File: src/rtl/dcache_pkg.sv
package dcache_pkg;

  // geometry shared by every block of the cache
  localparam int word_w         = 32;
  localparam int offset_w       = 5;   // byte offset inside a 32-byte line
  localparam int index_w        = 3;
  localparam int tag_w          = 24;
  localparam int words_per_line = 8;   // one burst moves a whole line
  localparam int line_w         = 256;
  localparam int way_idx_w      = 3;   // enough for up to 8 ways
  localparam int stamp_w        = 32;

  typedef logic [word_w-1:0] word_t;
  typedef logic [tag_w-1:0]  tag_t;
  typedef logic [line_w-1:0] line_t;

  // cpu address split into its cache fields, msb first
  typedef struct packed {
    tag_t               tag;
    logic [index_w-1:0] index;
    logic [2:0]         word_idx;  // word within the line
    logic [1:0]         byte_off;  // ignored, accesses are word aligned
  } addr_t;

  // one cpu request, 69 bits
  typedef struct packed {
    logic       we;     // 1 write, 0 read
    addr_t      addr;
    word_t      wdata;
    logic [3:0] wstrb;  // byte enables for writes
  } cpu_req_t;

  typedef enum logic [2:0] {
    IDLE,
    RD_HIT,
    WR_HIT,
    RESP,
    WB_REQ,
    WB_DATA,
    FILL_REQ,
    FILL_DATA
  } ctrl_state_e;

endpackage

File: src/rtl/dcache_evict.sv
`timescale 1ns/1ns

module dcache_evict #(
  parameter int num_ways = 6
) (
  input  logic              clk,
  input  logic              rst,
  input  logic              evict_load,
  input  logic              evict_shift,
  input  dcache_pkg::line_t victim_line,
  output dcache_pkg::word_t wb_word,
  output logic              wb_last
);

  dcache_pkg::line_t line_q;   // snapshot of the dirty victim
  logic [2:0]        beat_q;   // beats already sent

  // the way number width only covers 2 to 8 ways
  if (num_ways < 2 || num_ways > 8) begin : g_ways_range
    $error("dcache_evict: num_ways must be within 2 to 8");
  end

  always_ff @(posedge clk) begin
    if (evict_load) begin
      line_q <= victim_line;
    end else if (evict_shift) begin
      line_q <= line_q >> dcache_pkg::word_w; // next word drops into the low slot
    end
  end

  always_ff @(posedge clk) begin
    if (rst) begin
      beat_q <= '0;
    end else if (evict_load) begin
      beat_q <= '0;
    end else if (evict_shift) begin
      beat_q <= beat_q + 1'b1; // wraps back to 0 after beat 8
    end
  end

  assign wb_word = line_q[dcache_pkg::word_w-1:0]; // word 0 goes out first
  assign wb_last = (beat_q == 3'(dcache_pkg::words_per_line - 1));

endmodule

File: config.mk
export PLATFORM = sky130hd
export DESIGN_NAME = dcache_evict
export DESIGN_NICKNAME = d
export VERILOG_FILES = /design/src/rtl/dcache_pkg.sv /design/src/rtl/dcache_evict.sv
export SDC_FILE = /design/constraint.sdc
export NUM_CORES = 1
export LEC_CHECK = 0
export ABC_AREA = 1
export BUFFER_PORTS_ARGS = -buffer_cell sky130_fd_sc_hd__clkbuf_2
export CORE_ASPECT_RATIO = 0.6
export CORE_MARGIN = 2
export CORE_UTILIZATION = 35
export DETAILED_ROUTE_END_ITERATION = 8
export GPL_TIMING_DRIVEN = 1
export SLEW_MARGIN = 0
export SYNTH_ARGS = -nofsm -noshare
export SYNTH_HDL_FRONTEND = slang
export SYNTH_SLANG_ARGS = --single-unit
export TNS_END_PERCENT = 20
File: constraint.sdc
create_clock -name clk -period 5.4 [get_ports clk]
set_clock_uncertainty 0.2 [all_clocks]
set_input_delay 0.27 -clock clk [delete_from_list [all_inputs] [get_ports clk]]
set_output_delay 0.27 -clock clk [all_outputs]
set_load 0.005 [all_outputs]
==> summary.md <==
| Metric | Value |
|---|---|
| Status | finished clean |
| Final setup violation count | 0 |
| Top cell type by total area after synthesis | edfxtp_1 |
| Initial Util | 0.359 |
| H-tree depth | 1 |
| Vias per inst | 4.29 |
| Reg clk slew, reported paths | 60 ps |
| GRT overflow | 0 |
| Routed wire length per instance | 14.5 um |
| # resized after CTS | 0 |
| I/O pin count | 293 |
| Tcrit/Tclk final | 0.449 |
| Netlist cell types | 13 |
| Initial DRT Pass Iterations | 5 |
| Syn-to-layout area delta | 44.7% |
| Max-slew violations | 0 |
| Antenna violations before repair | 3 |
| Largest net degree at the start of global routing | 155 |
| CTS tree | yes |
| Setup bufs post-CTS | 0 |
| Most common cell after layout, fill and taps aside | nand2_1 |
| Area fraction of the dominant cell type after synthesis | 0.682 |
| Horiz. Die Dim | 236 um |
| Layout cells sized above 1 | 0.212 |
| FF+latch count, synth | 259 |
| Core area | 0.0314 mm^2 |
| Hold WS | 151 ps |
| Max VDD drop | 0.000249 V |
| Reg area | 0.00775 mm^2 |
| Min-Delay Path Class | input pin to flip-flop |
| Drt drc | 0 |
| CP required | 5370 ps |
| Crit Path Category | input pin to flip-flop |
| Vias | 8769 |
| Endpoints failing hold | 0 |
| Tot Pwr | 5.23 mW |
| Crit path DAT | 2400 ps |
| HPWL after DPL | 17700 um |
| Clock tree root driver cell | clkbuf_16 |
| YS warnings | 0 |
| Routed WL | 29600 um |
| Skew-Pair Late Insertion Delay | 540 ps |
| Rel. slew slack | 0.271 |
| Final Core Density | 0.519 |
| Synth Net Count | 1361 |
| Sequential fraction of the synthesis area | 0.687 |
| Final net count | 1863 |
| GRT Util Overall | 0.171 |
| Crit start category | input pin |
| Final RePlAce weighted congestion | 0.791 |
| Pwr Density | 321 mW/mm^2 |
| Worst-margin pin slew | 1090 ps |
| Setup TNS | 0 ps |
| CTS max path bufs | 3 |
| Area taken by multi-input logic gates | 0.00273 mm^2 |
| Crit Path Max Fanout | 92 |
| DP Area | 0.0127 mm^2 |
| Vias in the first global route | 8875 |
| Cell Rows | 50 |
| Global-route wire length before repair | 45600 um |
| Final worst path period need | 2420 ps |
| Max Cap Viol | 0 |
| Final Cell Area | 0.0163 mm^2 |
| Clk sinks | 259 |
| Post-Syn Area per Cell | 10.3 um^2 |
| Cell count after synthesis | 1099 |
| IO Port Bufs | 292 |
| Die height | 143 um |
| Die area | 0.0337 mm^2 |
| Unrepaired setup endpoints after global routing | no |
| Mapped cell area | 0.0113 mm^2 |
| Worst Setup End Kind | flip-flop |
| FILL cells | 2759 |
| Synth area leaders | edfxtp_1, nand2_1, buf_4 |
| CTS buffer count | 27 |
| Most frequent cells in the layout | nand2_1, clkbuf_2, dlygate4sd3_1 |
| Antenna Nets Post-Route | 0 |
| Initial DRC Count | 504 |
| FMAX | 413 MHz |
| Leakage power | 7.88 nW |
-- layer usage --
metal / vias to the layer above / global-route usage / wire length [um]
met5: - / 0 / 0
met4: 0 / 0.0550 / 932
met3: 68 / 0.0332 / 1500
met2: 296 / 0.276 / 13400
met1: 3923 / 0.234 / 13700
li1: 4482 / - / -
-- cell usage after synthesis --
cell type,number
buf_6,17
nand2_1,710
nor2_2,1
dfxtp_1,3
buf_8,2
buf_2,21
buf_4,45
edfxtp_1,256
ha_1,2
or2_2,1
nor2_1,6
inv_1,34
inv_4,1
-- critical path, cell delays in order --
cell and delay, ps:
dlygate4sd3_1 520, clkbuf_2 180, or2_4 820, buf_12 480
-- power by group --
part           switching [mW]  leakage, nW  total, mW  internal, mW
combinational           0.280         4.68      0.566         0.286
sequential             0.0619         2.71       2.51          2.45
clock                   0.794        0.496       2.15          1.36
total                    1.14         7.88       5.23          4.09
-- layout make-up --
type,instances,area share
Antenna cell,4,0.000614
Clock buffer,32,0.0426
Clock inverter,18,0.0204
Inverter,35,0.00836
Multi-Input combinational cell,720,0.167
Sequential cell,259,0.475
Tap cell,416,0.0319
Timing Repair Buffer,558,0.254
-- timing repair --
| action | 4_1_cts | 5_1_grt |
|---|---|---|
| endpoints found under the hold margin | 259 | 0 |
| setup endpoints to repair | 0 | 0 |
| hold buffers | 260 | 0 |
-- state kept, by name (all words and copies together), names as in the netlist --
signal	cells
beat_q	3
line_q	256
-- through the flow --
step | cells | worst slack [ps]
after floorplan | 1099 | 1070
after global placement | 1728 | 2610
after detailed placement | 1728 | 2580
after CTS | 2038 | 3000
after global routing | 2042 | 2890
final | 2042 | 2980
-- cells by family (layout without fill, tap and decap cells) --
| group | Yosys count | after routing | share of synthesized area |
|---|---|---|---|
| flip-flops | 259 | 259 | 0.687 |
| adder cells (fa/ha/maj) | 2 | 2 | 0.00222 |
| buffers and inverters | 120 | 643 | 0.0708 |
| AND/OR/NAND/NOR | 718 | 718 | 0.240 |
| other | 0 | 4 | 0 |
-- worst paths after layout --
check                           slack (ps)                endpoint  cells past startpoint                    from
worst max-delay path                  2980    line_q[60]$_DFFE_PP_                      4             evict_shift
worst min-delay path                   150    line_q[13]$_DFFE_PP_                      3              evict_load
worst min register to register         310   line_q[183]$_DFFE_PP_                      2   line_q[215]$_DFFE_PP_
worst max register to register        3480  beat_q[0]$_SDFFE_PP0P_                      5  beat_q[0]$_SDFFE_PP0P_
(Power assumes the default switching activity.)
