--- src/rtl/dcache_pkg.sv ---
package dcache_pkg;

  // geometry shared by every block of the cache
  localparam int word_w         = 32;
  localparam int offset_w       = 5;   // byte offset inside a 32-byte line
  localparam int index_w        = 3;
  localparam int tag_w          = 24;
  localparam int words_per_line = 8;   // one burst moves a whole line
  localparam int line_w         = 256;
  localparam int way_idx_w      = 3;   // enough for up to 8 ways
  localparam int stamp_w        = 32;

  typedef logic [word_w-1:0] word_t;
  typedef logic [tag_w-1:0]  tag_t;
  typedef logic [line_w-1:0] line_t;

  // cpu address split into its cache fields, msb first
  typedef struct packed {
    tag_t               tag;
    logic [index_w-1:0] index;
    logic [2:0]         word_idx;  // word within the line
    logic [1:0]         byte_off;  // ignored, accesses are word aligned
  } addr_t;

  // one cpu request, 69 bits
  typedef struct packed {
    logic       we;     // 1 write, 0 read
    addr_t      addr;
    word_t      wdata;
    logic [3:0] wstrb;  // byte enables for writes
  } cpu_req_t;

  typedef enum logic [2:0] {
    IDLE,
    RD_HIT,
    WR_HIT,
    RESP,
    WB_REQ,
    WB_DATA,
    FILL_REQ,
    FILL_DATA
  } ctrl_state_e;

endpackage

--- src/rtl/dcache_lru.sv ---
`timescale 1ns/1ns

module dcache_lru #(
  parameter int num_sets = 8,
  parameter int num_ways = 6
) (
  input  logic                             clk,
  input  logic                             rst,
  input  logic [dcache_pkg::index_w-1:0]   index,
  input  logic                             lru_touch,
  input  logic [dcache_pkg::way_idx_w-1:0] hit_way,
  output logic [dcache_pkg::way_idx_w-1:0] victim_way
);

  logic [dcache_pkg::stamp_w-1:0] stamp_cnt_q;                  // global access clock
  logic [dcache_pkg::stamp_w-1:0] stamp_q [num_sets][num_ways]; // last-hit time per way
  logic [dcache_pkg::stamp_w-1:0] oldest;

  always_ff @(posedge clk) begin
    if (rst) begin
      stamp_cnt_q <= 1; // starts above the cleared stamps so a touched way is never oldest
      for (int s = 0; s < num_sets; s++) begin
        for (int w = 0; w < num_ways; w++) begin
          stamp_q[s][w] <= '0;
        end
      end
    end else if (lru_touch) begin
      stamp_q[index][hit_way] <= stamp_cnt_q;
      stamp_cnt_q             <= stamp_cnt_q + 1'b1; // wraps, no saturation
    end
  end

  // smallest stamp in the set, strict compare keeps ties on the lower way
  always_comb begin
    oldest     = stamp_q[index][0];
    victim_way = '0;
    for (int w = 1; w < num_ways; w++) begin
      if (stamp_q[index][w] < oldest) begin
        oldest     = stamp_q[index][w];
        victim_way = w[dcache_pkg::way_idx_w-1:0];
      end
    end
  end

  a_victim_range : assert property (@(posedge clk) disable iff (rst)
    victim_way < num_ways);

endmodule

--- config.mk ---
export PLATFORM = sky130hd
export DESIGN_NAME = dcache_lru
export DESIGN_NICKNAME = d
export VERILOG_FILES = /design/src/rtl/dcache_pkg.sv /design/src/rtl/dcache_lru.sv
export SDC_FILE = /design/constraint.sdc
export NUM_CORES = 2
export LEC_CHECK = 0
export BUFFER_PORTS_ARGS = -buffer_cell sky130_fd_sc_hd__buf_2
export CORE_MARGIN = 1
export CORE_UTILIZATION = 58
export DETAILED_ROUTE_END_ITERATION = 8
export PLACE_DENSITY = 0.77
export SLEW_MARGIN = 5
export SYNTH_ARGS = -nofsm -noshare
export SYNTH_HDL_FRONTEND = slang
export SYNTH_SLANG_ARGS = --single-unit
--- constraint.sdc ---
create_clock -name clk -period 14.95 [get_ports clk]
set_input_delay 0.7475 -clock clk [delete_from_list [all_inputs] [get_ports clk]]
set_output_delay 0.7475 -clock clk [all_outputs]
set_load 0.02 [all_outputs]
==> metrics.csv <==
metric;value;unit
WL per Instance;31.7;um
Post-synth ARST share;0;%
Post-synth top flop;edfxtp_1;
Vert. Die Dim;354;um
Period minus WS final;14330;ps
vias in the first global route;46279;
critical path buffer and inverter count;10;
CORE AREA;123000;sq um
Ports;12;
Reg-to-Reg Start;stamp_cnt_q[1]$_SDFFE_PP0P_;
Power Density;135;nW/um^2
Total GRT Usage;34.9;%
Crit. End Element;output port;
status;complete, no violations;
Pint;7.82;mW
Clock Latency Late Sink;790;ps
crit share post-route;95.9;%
DRT Pass-1 Iters;6;
clk_skew;20.1;ps
crit path DAT;13580;ps
HP Start;lru_touch;
initial DRC count;8024;
share of power burned in registers;47.6;%
switching power of the nets;2.88;mW
DPL Wire Length;121000;um
nets@finish;5552;
synth unique cells;72;
clock network fraction of total power;36.0;%
dominant cells by area after synthesis;edfxtp_1 64%, and2_1 13%, a22oi_1 6.4%, ha_1 2.6%, clkbuf_1 2.3%;
Crit Reg-Reg Endpoint;stamp_cnt_q[26]$_SDFFE_PP0P_;
CP max stage delay;640;ps
fill cell count;8595;
Die W;354;um
I/O Buffers;11;
Crit Path Max Fanout;30;
reg2reg path depth;8;
yosys warns;0;
fraction of power spent switching nets;26.9;%
ANT nets after route;0;
initial antenna violation count;9;
# DRC;0;
largest net degree at the start of global routing;67;
Initial Util;58.8;%
Startpoint Class;primary input;
max_slew headroom;12.1;%
WS Path Type;primary input to output port;
sequential fraction of the synthesis area;64.9;%
Leak;28.1;nW
clock buffer depth;3;
CTS tree;built;
total CTS buffers;156;
Yosys top cell area share;64.0;%
Max H-tree Level;4;
DR vias;48160;
Critical-path top delay cell;o21ai_0;
Peak VDD IR;0.0000982;V
Setup Viol. Count Final;0;
total of max-cap violations;0;
Post-Syn Instances;5537;
dominant cell type by area after synthesis;edfxtp_1;
max frequency;0.0698;GHz
worst hold-check path type;primary input to register;
CTS clock-pin slew for the worst setup and hold paths;60;ps
Hold Buf Count CTS;0;
layout cell share with drive strength beyond 1;11.3;%
Yosys reg bits;1568;
Crit path required time;14200;ps
root buffer cell;clkbuf_16;
WHS Endpoint;stamp_cnt_q[0]$_SDFFE_PP1P_;
Slew Limit Fails;0;
gpl congestion;0.998;
end-of-flow core utilization;64.8;%
synthesized net count;5698;
area delta synth->final;10.2;%
Tot Pwr;10.7;mW
# clock sinks;1568;
hold path cells;3;
worst slew pin tran;1320;ps
die footprint;126000;sq um
post-synthesis cell area;72100;sq um
Hold Vio Cnt, Final;0;
overall routed net length;227000;um
Syn Area/Cell;13.0;sq um
Comb pwr share;16.4;%
R2R Setup Slk;11680;ps
Post-synth EDFFs;1536;
critical path's top delay family;compound AO/OA/AOI/OAI gates;
Via density;6.74;
grt ovf;0;
first-pass GRT wire length;317000;um
# rows;128;
[state kept, by name, summed over array words and instances (netlist names)]
name         cells
stamp_cnt_q     32
stamp_q       1536
[placed cells by master, fill, tap and decap left out, types with 19 or more instances in the layout]
cell	n
and3_1	32
buf_4	160
edfxtp_1	1536
a21oi_1	62
clkinv_2	19
clkbuf_16	173
nand3_1	20
a221oi_1	28
ha_1	150
nor2_2	49
a22oi_1	618
a22o_1	20
clkbuf_1	39
o21ai_1	24
a21o_1	34
dfxtp_2	29
o22ai_1	75
o21ai_0	60
or2_2	52
nand2_1	109
nand4_1	166
nor4_1	20
inv_1	72
and2_1	1542
nor2_1	44
xor2_1	20
clkinv_1	39
mux2i_1	62
[cells by family (layout without fill, tap and decap cells)]
logic type,after synthesis,count (layout),share of synthesized area [%]
and+or+nand+nor,2132,2134,17.8
xor gates and xnor gates,23,23,0.280
buffers and inverters,584,566,3.12
DFF,1568,1568,64.9
other,0,1,0
AOI/OAI and AO/OA,991,991,9.84
muxes,87,87,1.39
adders and majority gates,152,152,2.64
[worst reg2reg max path, cell delays in order, from the launching register on]
cell     delay [ps]
dfxtp_2        1120
ha_1            330
and3_1          290
nand4_1         350
or2_2           480
nor2_1          230
nand2_1         100
xor2_1          170
nor2_1          120
[routing by layer]
layer	GRT usage, %	wire, um
met1	46.9	82100
met3	9.39	31500
met2	53.5	103000
met5	0	0
met4	15.8	10600
[cell usage after synthesis (10+ instances only)]
library cell	n
and2_1	1542
edfxtp_1	1536
a22oi_1	618
clkbuf_1	448
nand4_1	166
ha_1	152
nand2_1	109
nor2_1	96
o21ai_0	89
o22ai_1	75
inv_1	74
mux2i_1	65
a21oi_1	64
or2_2	52
buf_1	39
and3_1	36
a21o_1	34
dfxtp_1	32
a221oi_1	30
nor4_1	21
a22o_1	20
nand3_1	20
xor2_1	20
and4_1	17
buf_2	16
nor2b_1	14
or3_1	14
mux2_2	13
nor3_1	13
nand2b_1	10
[worst max-delay path by stage]
stage                  start       endpoint  slack (ps)  depth (start not counted)
finish              index[2]  victim_way[0]         620                         65
global route        index[2]  victim_way[0]         -30                         71
CTS                 index[0]  victim_way[0]          70                         67
detailed placement  index[2]  victim_way[1]        -540                         63
global placement    index[2]  victim_way[1]        -510                         62
floorplan           index[2]  victim_way[0]          30                         75
[power by group through the flow]
stage                     logic (mW)  registers (mW)  clock network, mW
after floorplan                 1.02            5.15                  0
after global placement          1.57            5.17                  0
after detailed placement        1.59            5.18                  0
after CTS                       1.61            5.09               3.84
after global routing            1.86            5.11               4.00
final                           1.75            5.10               3.85
[layout make-up]
cell class / instances / area (sq um) / share of cell area, %
clock buffers: 206 / 4280 / 5.39
flip-flops and latches: 1568 / 46800 / 58.9
clock inverters: 82 / 664 / 0.837
multi-input cells: 3387 / 23400 / 29.5
repair buffers: 203 / 1900 / 2.39
diodes: 1 / 2.50 / 0.00315
well taps: 1625 / 2030 / 2.56
inverters: 75 / 282 / 0.355
[through the flow]
stage,instance area (sq um),setup slack (ps),setup TNS [ps],hold WS [ps],instances
floorplan,72100,30.0,0,541,5537
global placement,73700,-505,-1440,624,6824
detailed placement,73700,-543,-1530,640,6824
CTS,78700,66.3,0,398,7113
global route,79400,-33.0,-33.0,436,7147
finish,79400,619,0,462,7147
[repair_timing]
item,CTS,global route
pin swaps,1,27
buffers inserted,1,17
setup endpoints to repair,3,3
cloned,0,16
gates resized for setup,14,85
Note: power is estimated with default switching activity, not from simulation.
