==> src/rtl/dcache_pkg.sv <==
package dcache_pkg;

  // geometry shared by every block of the cache
  localparam int word_w         = 32;
  localparam int offset_w       = 5;   // byte offset inside a 32-byte line
  localparam int index_w        = 3;
  localparam int tag_w          = 24;
  localparam int words_per_line = 8;   // one burst moves a whole line
  localparam int line_w         = 256;
  localparam int way_idx_w      = 3;   // enough for up to 8 ways
  localparam int stamp_w        = 32;

  typedef logic [word_w-1:0] word_t;
  typedef logic [tag_w-1:0]  tag_t;
  typedef logic [line_w-1:0] line_t;

  // cpu address split into its cache fields, msb first
  typedef struct packed {
    tag_t               tag;
    logic [index_w-1:0] index;
    logic [2:0]         word_idx;  // word within the line
    logic [1:0]         byte_off;  // ignored, accesses are word aligned
  } addr_t;

  // one cpu request, 69 bits
  typedef struct packed {
    logic       we;     // 1 write, 0 read
    addr_t      addr;
    word_t      wdata;
    logic [3:0] wstrb;  // byte enables for writes
  } cpu_req_t;

  typedef enum logic [2:0] {
    IDLE,
    RD_HIT,
    WR_HIT,
    RESP,
    WB_REQ,
    WB_DATA,
    FILL_REQ,
    FILL_DATA
  } ctrl_state_e;

endpackage

==> src/rtl/dcache_ctrl.sv <==
`timescale 1ns/1ns

module dcache_ctrl (
  input  logic clk,
  input  logic rst,
  input  logic req_valid,
  input  logic req_we,
  input  logic hit,
  input  logic victim_dirty,
  input  logic mem_rd_req_ready,
  input  logic mem_rd_rsp_valid,
  input  logic mem_rd_rsp_last,
  input  logic mem_wr_req_ready,
  input  logic mem_wr_data_ready,
  input  logic rsp_ready,
  input  logic wb_last,
  output logic req_ready,
  output logic rsp_valid,
  output logic mem_rd_req_valid,
  output logic mem_rd_rsp_ready,
  output logic mem_wr_req_valid,
  output logic mem_wr_data_valid,
  output logic hit_write,
  output logic refill_beat,
  output logic lru_touch,
  output logic evict_load,
  output logic evict_shift,
  output logic fill_sel
);

  dcache_pkg::ctrl_state_e state_q;
  dcache_pkg::ctrl_state_e state_d;

  logic miss;      // new request that does not hit
  logic fill_done; // last refill beat accepted

  assign miss      = req_valid && !hit;
  assign fill_done = mem_rd_rsp_valid && mem_rd_rsp_last;

  always_ff @(posedge clk) begin
    if (rst) begin
      state_q <= dcache_pkg::IDLE;
    end else begin
      state_q <= state_d;
    end
  end

  always_comb begin
    state_d = state_q; // stay put unless a handshake completes
    case (state_q)
      dcache_pkg::IDLE: begin
        if (req_valid && hit) begin
          state_d = req_we ? dcache_pkg::WR_HIT : dcache_pkg::RD_HIT;
        end else if (miss) begin
          // a dirty victim has to leave before the refill can start
          state_d = victim_dirty ? dcache_pkg::WB_REQ : dcache_pkg::FILL_REQ;
        end
      end
      dcache_pkg::RD_HIT:  state_d = dcache_pkg::RESP;
      dcache_pkg::WR_HIT:  state_d = dcache_pkg::IDLE; // writes are not answered
      dcache_pkg::RESP: begin
        if (rsp_ready) state_d = dcache_pkg::IDLE;
      end
      dcache_pkg::WB_REQ: begin
        if (mem_wr_req_ready) state_d = dcache_pkg::WB_DATA;
      end
      dcache_pkg::WB_DATA: begin
        if (mem_wr_data_ready && wb_last) state_d = dcache_pkg::FILL_REQ;
      end
      dcache_pkg::FILL_REQ: begin
        if (mem_rd_req_ready) state_d = dcache_pkg::FILL_DATA;
      end
      dcache_pkg::FILL_DATA: begin
        // line is complete so the request replays as a hit
        if (fill_done) state_d = req_we ? dcache_pkg::WR_HIT : dcache_pkg::RD_HIT;
      end
      default: state_d = dcache_pkg::IDLE;
    endcase
  end

  // cpu handshakes
  assign req_ready = (state_q == dcache_pkg::RD_HIT) || (state_q == dcache_pkg::WR_HIT);
  assign rsp_valid = (state_q == dcache_pkg::RESP);

  // memory handshakes held while the far side stalls
  assign mem_rd_req_valid  = (state_q == dcache_pkg::FILL_REQ);
  assign mem_rd_rsp_ready  = (state_q == dcache_pkg::FILL_DATA);
  assign mem_wr_req_valid  = (state_q == dcache_pkg::WB_REQ);
  assign mem_wr_data_valid = (state_q == dcache_pkg::WB_DATA);

  // datapath strobes
  assign hit_write   = (state_q == dcache_pkg::WR_HIT);
  assign refill_beat = (state_q == dcache_pkg::FILL_DATA) && mem_rd_rsp_valid;
  assign lru_touch   = req_ready; // every access ends in one of the hit states
  assign evict_load  = (state_q == dcache_pkg::IDLE) && miss && victim_dirty;
  assign evict_shift = (state_q == dcache_pkg::WB_DATA) && mem_wr_data_ready;
  assign fill_sel    = (state_q == dcache_pkg::FILL_REQ) || (state_q == dcache_pkg::FILL_DATA);

  // the cpu only ever sees req_ready from the two hit states
  a_req_ready_in_hit : assert property (@(posedge clk) disable iff (rst)
    req_ready |-> (state_q inside {dcache_pkg::RD_HIT, dcache_pkg::WR_HIT}));

  // write-back and refill requests are strictly sequential
  a_one_mem_req : assert property (@(posedge clk) disable iff (rst)
    !(mem_rd_req_valid && mem_wr_req_valid));

  // a request is only taken once its line is resident, refilled or not
  a_hit_when_taken : assert property (@(posedge clk) disable iff (rst)
    req_ready |-> hit);

endmodule

==> config.mk <==
export PLATFORM = sky130hd
export DESIGN_NAME = dcache_ctrl
export DESIGN_NICKNAME = d
export VERILOG_FILES = /design/src/rtl/dcache_pkg.sv /design/src/rtl/dcache_ctrl.sv
export SDC_FILE = /design/constraint.sdc
export NUM_CORES = 1
export LEC_CHECK = 0
export BUFFER_PORTS_ARGS = -buffer_cell sky130_fd_sc_hd__buf_2
export CORE_AREA = 2 2 39 41
export CTS_BUF_LIST = sky130_fd_sc_hd__clkbuf_4
export DETAILED_ROUTE_END_ITERATION = 7
export DIE_AREA = 0 0 41 43
export SLEW_MARGIN = 25
export SYNTH_ARGS = -nofsm -noshare
export SYNTH_HDL_FRONTEND = slang
export SYNTH_SLANG_ARGS = --single-unit
==> constraint.sdc <==
create_clock -name clk -period 2 [get_ports clk]
set_input_delay 0.1 -clock clk [delete_from_list [all_inputs] [get_ports clk]]
set_output_delay 0.1 -clock clk [all_outputs]
set_load 0.01 [all_outputs]
==> results.json <==
{
  "finalSetupViolCount": 0,
  "arrival_ns": 1.45,
  "num_vias": 467,
  "grt_start_max_net_pins": 18,
  "avgSynthCellArea_um2": 7.41,
  "area_growth_pct": 31.8,
  "num_rows": 14,
  "rsz0062_at_grt": "false",
  "fillers": 166,
  "synthTopCellsByCount": "nand2_1 (6), nor2_1 (5)",
  "synthTopCellsByArea": "dfxtp_1 (16%), buf_6 (5.8%), nand2_1 (5.8%), a31oi_1 (4.9%), and3_1 (4.9%)",
  "synthMuxAreaShare_pct": 2.60,
  "synthSimpleGateAreaFrac_pct": 35.1,
  "ctsHoldBuffers": 0,
  "ctsLongestPathBuffers": 2,
  "cts_tree": "done",
  "port_buffers": 24,
  "peakVddDrop_uv": 378,
  "yosys_warnings": 0,
  "max_clock_freq_mhz": 645,
  "drc": 0,
  "grt.met3_usage_pct": 4.71,
  "critPathLaunchType": "flip-flop",
  "cts_setup_buffers": 0,
  "yosysTopAreaCell": "dfxtp_1",
  "worst-path-max-fanout": 17,
  "antenna_found_initial": 0,
  "finClkSkew_ns": 0.000888,
  "fin_ws_ns": 0.449,
  "pre_cts_ws_ns": 0.525,
  "routed_wl_um": 1020,
  "netlist_area_um2": 385,
  "wl_per_cell_um": 11.3,
  "worstSetupPathType": "reg2out",
  "synth-async-reset-ratio_pct": 0,
  "antenna_cells": 0,
  "grt_pass1_vias": 406,
  "largest-register": "state_q",
  "maxCapViolCount": 0,
  "fp.dieH_um": 43,
  "synth_most_common_cell": "nand2_1",
  "cts_buffers": 3,
  "synthAdderAreaFrac_pct": 0,
  "slew-limit-headroom_pct": 64.6,
  "grt_overflow_total": 0,
  "ys_seq_area_share_pct": 15.6,
  "status": "finished clean",
  "ant_nets": 0,
  "post-route-min-period_ns": 1.55,
  "synthCells": 52,
  "synth-seq-cells": 3,
  "drtIter0Drc": 23,
  "clk_pin_slew_ns": 0.04,
  "track_usage_pct": 14.3,
  "busiest_layer": "met1",
  "synthesis.nets": 65,
  "io_pins": 25,
  "ys.flop_type": "dfxtp_1",
  "coreArea_um2": 1380,
  "finalHoldViolations": 0,
  "ctsRootBufferMaster": "clkbuf_4",
  "start_util_pct": 27.8,
  "synth_cell_types": 28,
  "cts.repair.resized": 0,
  "grt_pass1_wl_um": 1680,
  "dp_hpwl_um": 763,
  "htree_levels": 1,
  "viasPerCell": 5.19,
  "finalNetCount": 88,
  "drive_above_1_share_pct": 47.3,
  "synth_xor_area_share_pct": 0,
  "drtPass1Iterations": 4,
  "die_x_um": 41,
  "hp-class": "in2reg",
  "timing.hold.ws_ns": 0.0776,
  "cts.sinks": 3,
  "place_congestion": 0.807,
  "tightest_slew_ns": 0.530,
  "cp-end-kind": "primary output",
  "powerDensity_nw_per_um2": 1250,
  "cp.required_ns": 1.90,
  "rr_startpoint": "state_q[2]$_SDFFE_PP0P_",
  "synth_top_family_by_area": "simple AND/OR/NAND/NOR gates",
  "synth_compound_area_share_pct": 31.5,
  "clkLatencyLatePin_ns": 0.23,
  "largest_reg_flops": 3,
  "total_power_mw": 0.637,
  "gr-usage-met1_pct": 19.2,
  "slew_violations": 0,
  "synth_top_cell_area_share_pct": 15.6,
  "power_leakage_nw": 0.261,
  "fin_util_pct": 36.7,
  "hp-start": "rst",
  "grtUsageMet2_pct": 18.4,
  "top_regs": "state_q (3)",
  "finalCritPeriodShare_pct": 77.5,
  "synth_edf_count": 0,
  "die_area_um2": 1760,
  "cp-startpoint": "state_q[2]$_SDFFE_PP0P_",
  "finalSetupTns_ns": 0
}
path summary, 6_finish.rpt:
kind	cells past startpoint	slack, ns	to
setup / recovery	4	0.45	refill_beat
hold / removal	2	0.08	state_q[0]$_SDFFE_PP0P_
setup reg to reg	3	0.51	state_q[1]$_SDFFE_PP0P_
hold reg to reg	2	0.69	state_q[0]$_SDFFE_PP0P_
area by class of cell:
type / instances / area, um^2 / share of cell area (%)
multi-input cells: 40 / 267 / 52.5
clock buffers: 4 / 30.0 / 5.91
repair buffers: 24 / 120 / 23.6
flip-flops and latches: 3 / 60.1 / 11.8
inverters: 3 / 11.3 / 2.22
well taps: 16 / 20.0 / 3.94
logic make-up after synthesis:
family | Yosys count
and+or+nand+nor | 23
AOI/OAI and AO/OA | 16
buffers and inverters | 9
DFF | 3
muxes | 1
metal layers:
| layer | vias to the layer above | part of all wire (%) | wire [um] |
|---|---|---|---|
| met3 | 0 | 8.2 | 84 |
| met4 | 0 | 0 | 0 |
| li1 | 236 | - | - |
| met2 | 22 | 45 | 458 |
| met5 | - | 0 | 0 |
| met1 | 209 | 47 | 478 |
metrics by stage:
stage	std cells	area (um^2)
floorplan	52	385
global placement	86	478
detailed placement	86	478
CTS	90	508
global route	90	508
finish	90	508
placed cells by master, fill, tap and decap left out, types with 3 or more instances in the layout:
master,synthesis,final
buf_2,2,24
nand2_1,6,6
nor2_1,5,5
clkbuf_4,0,4
inv_1,3,3
and3_1,3,3
a21oi_1,3,3
a31oi_1,3,3
o21ai_0,3,3
dfxtp_1,3,3
worst max-delay path, stage by stage, from the launching register on:
cell and delay [ns]:
dfxtp_1 0.64, nand2_1 0.20, inv_1 0.10, and3_1 0.14, buf_2 0.12
where the power goes:
| part | leakage [nW] | internal, mW | switching, mW |
|---|---|---|---|
| logic | 0.217 | 0.163 | 0.193 |
| registers | 0.0248 | 0.0852 | 0.0736 |
| clock network | 0.0184 | 0.0884 | 0.0332 |
(Power assumes the default switching activity.)
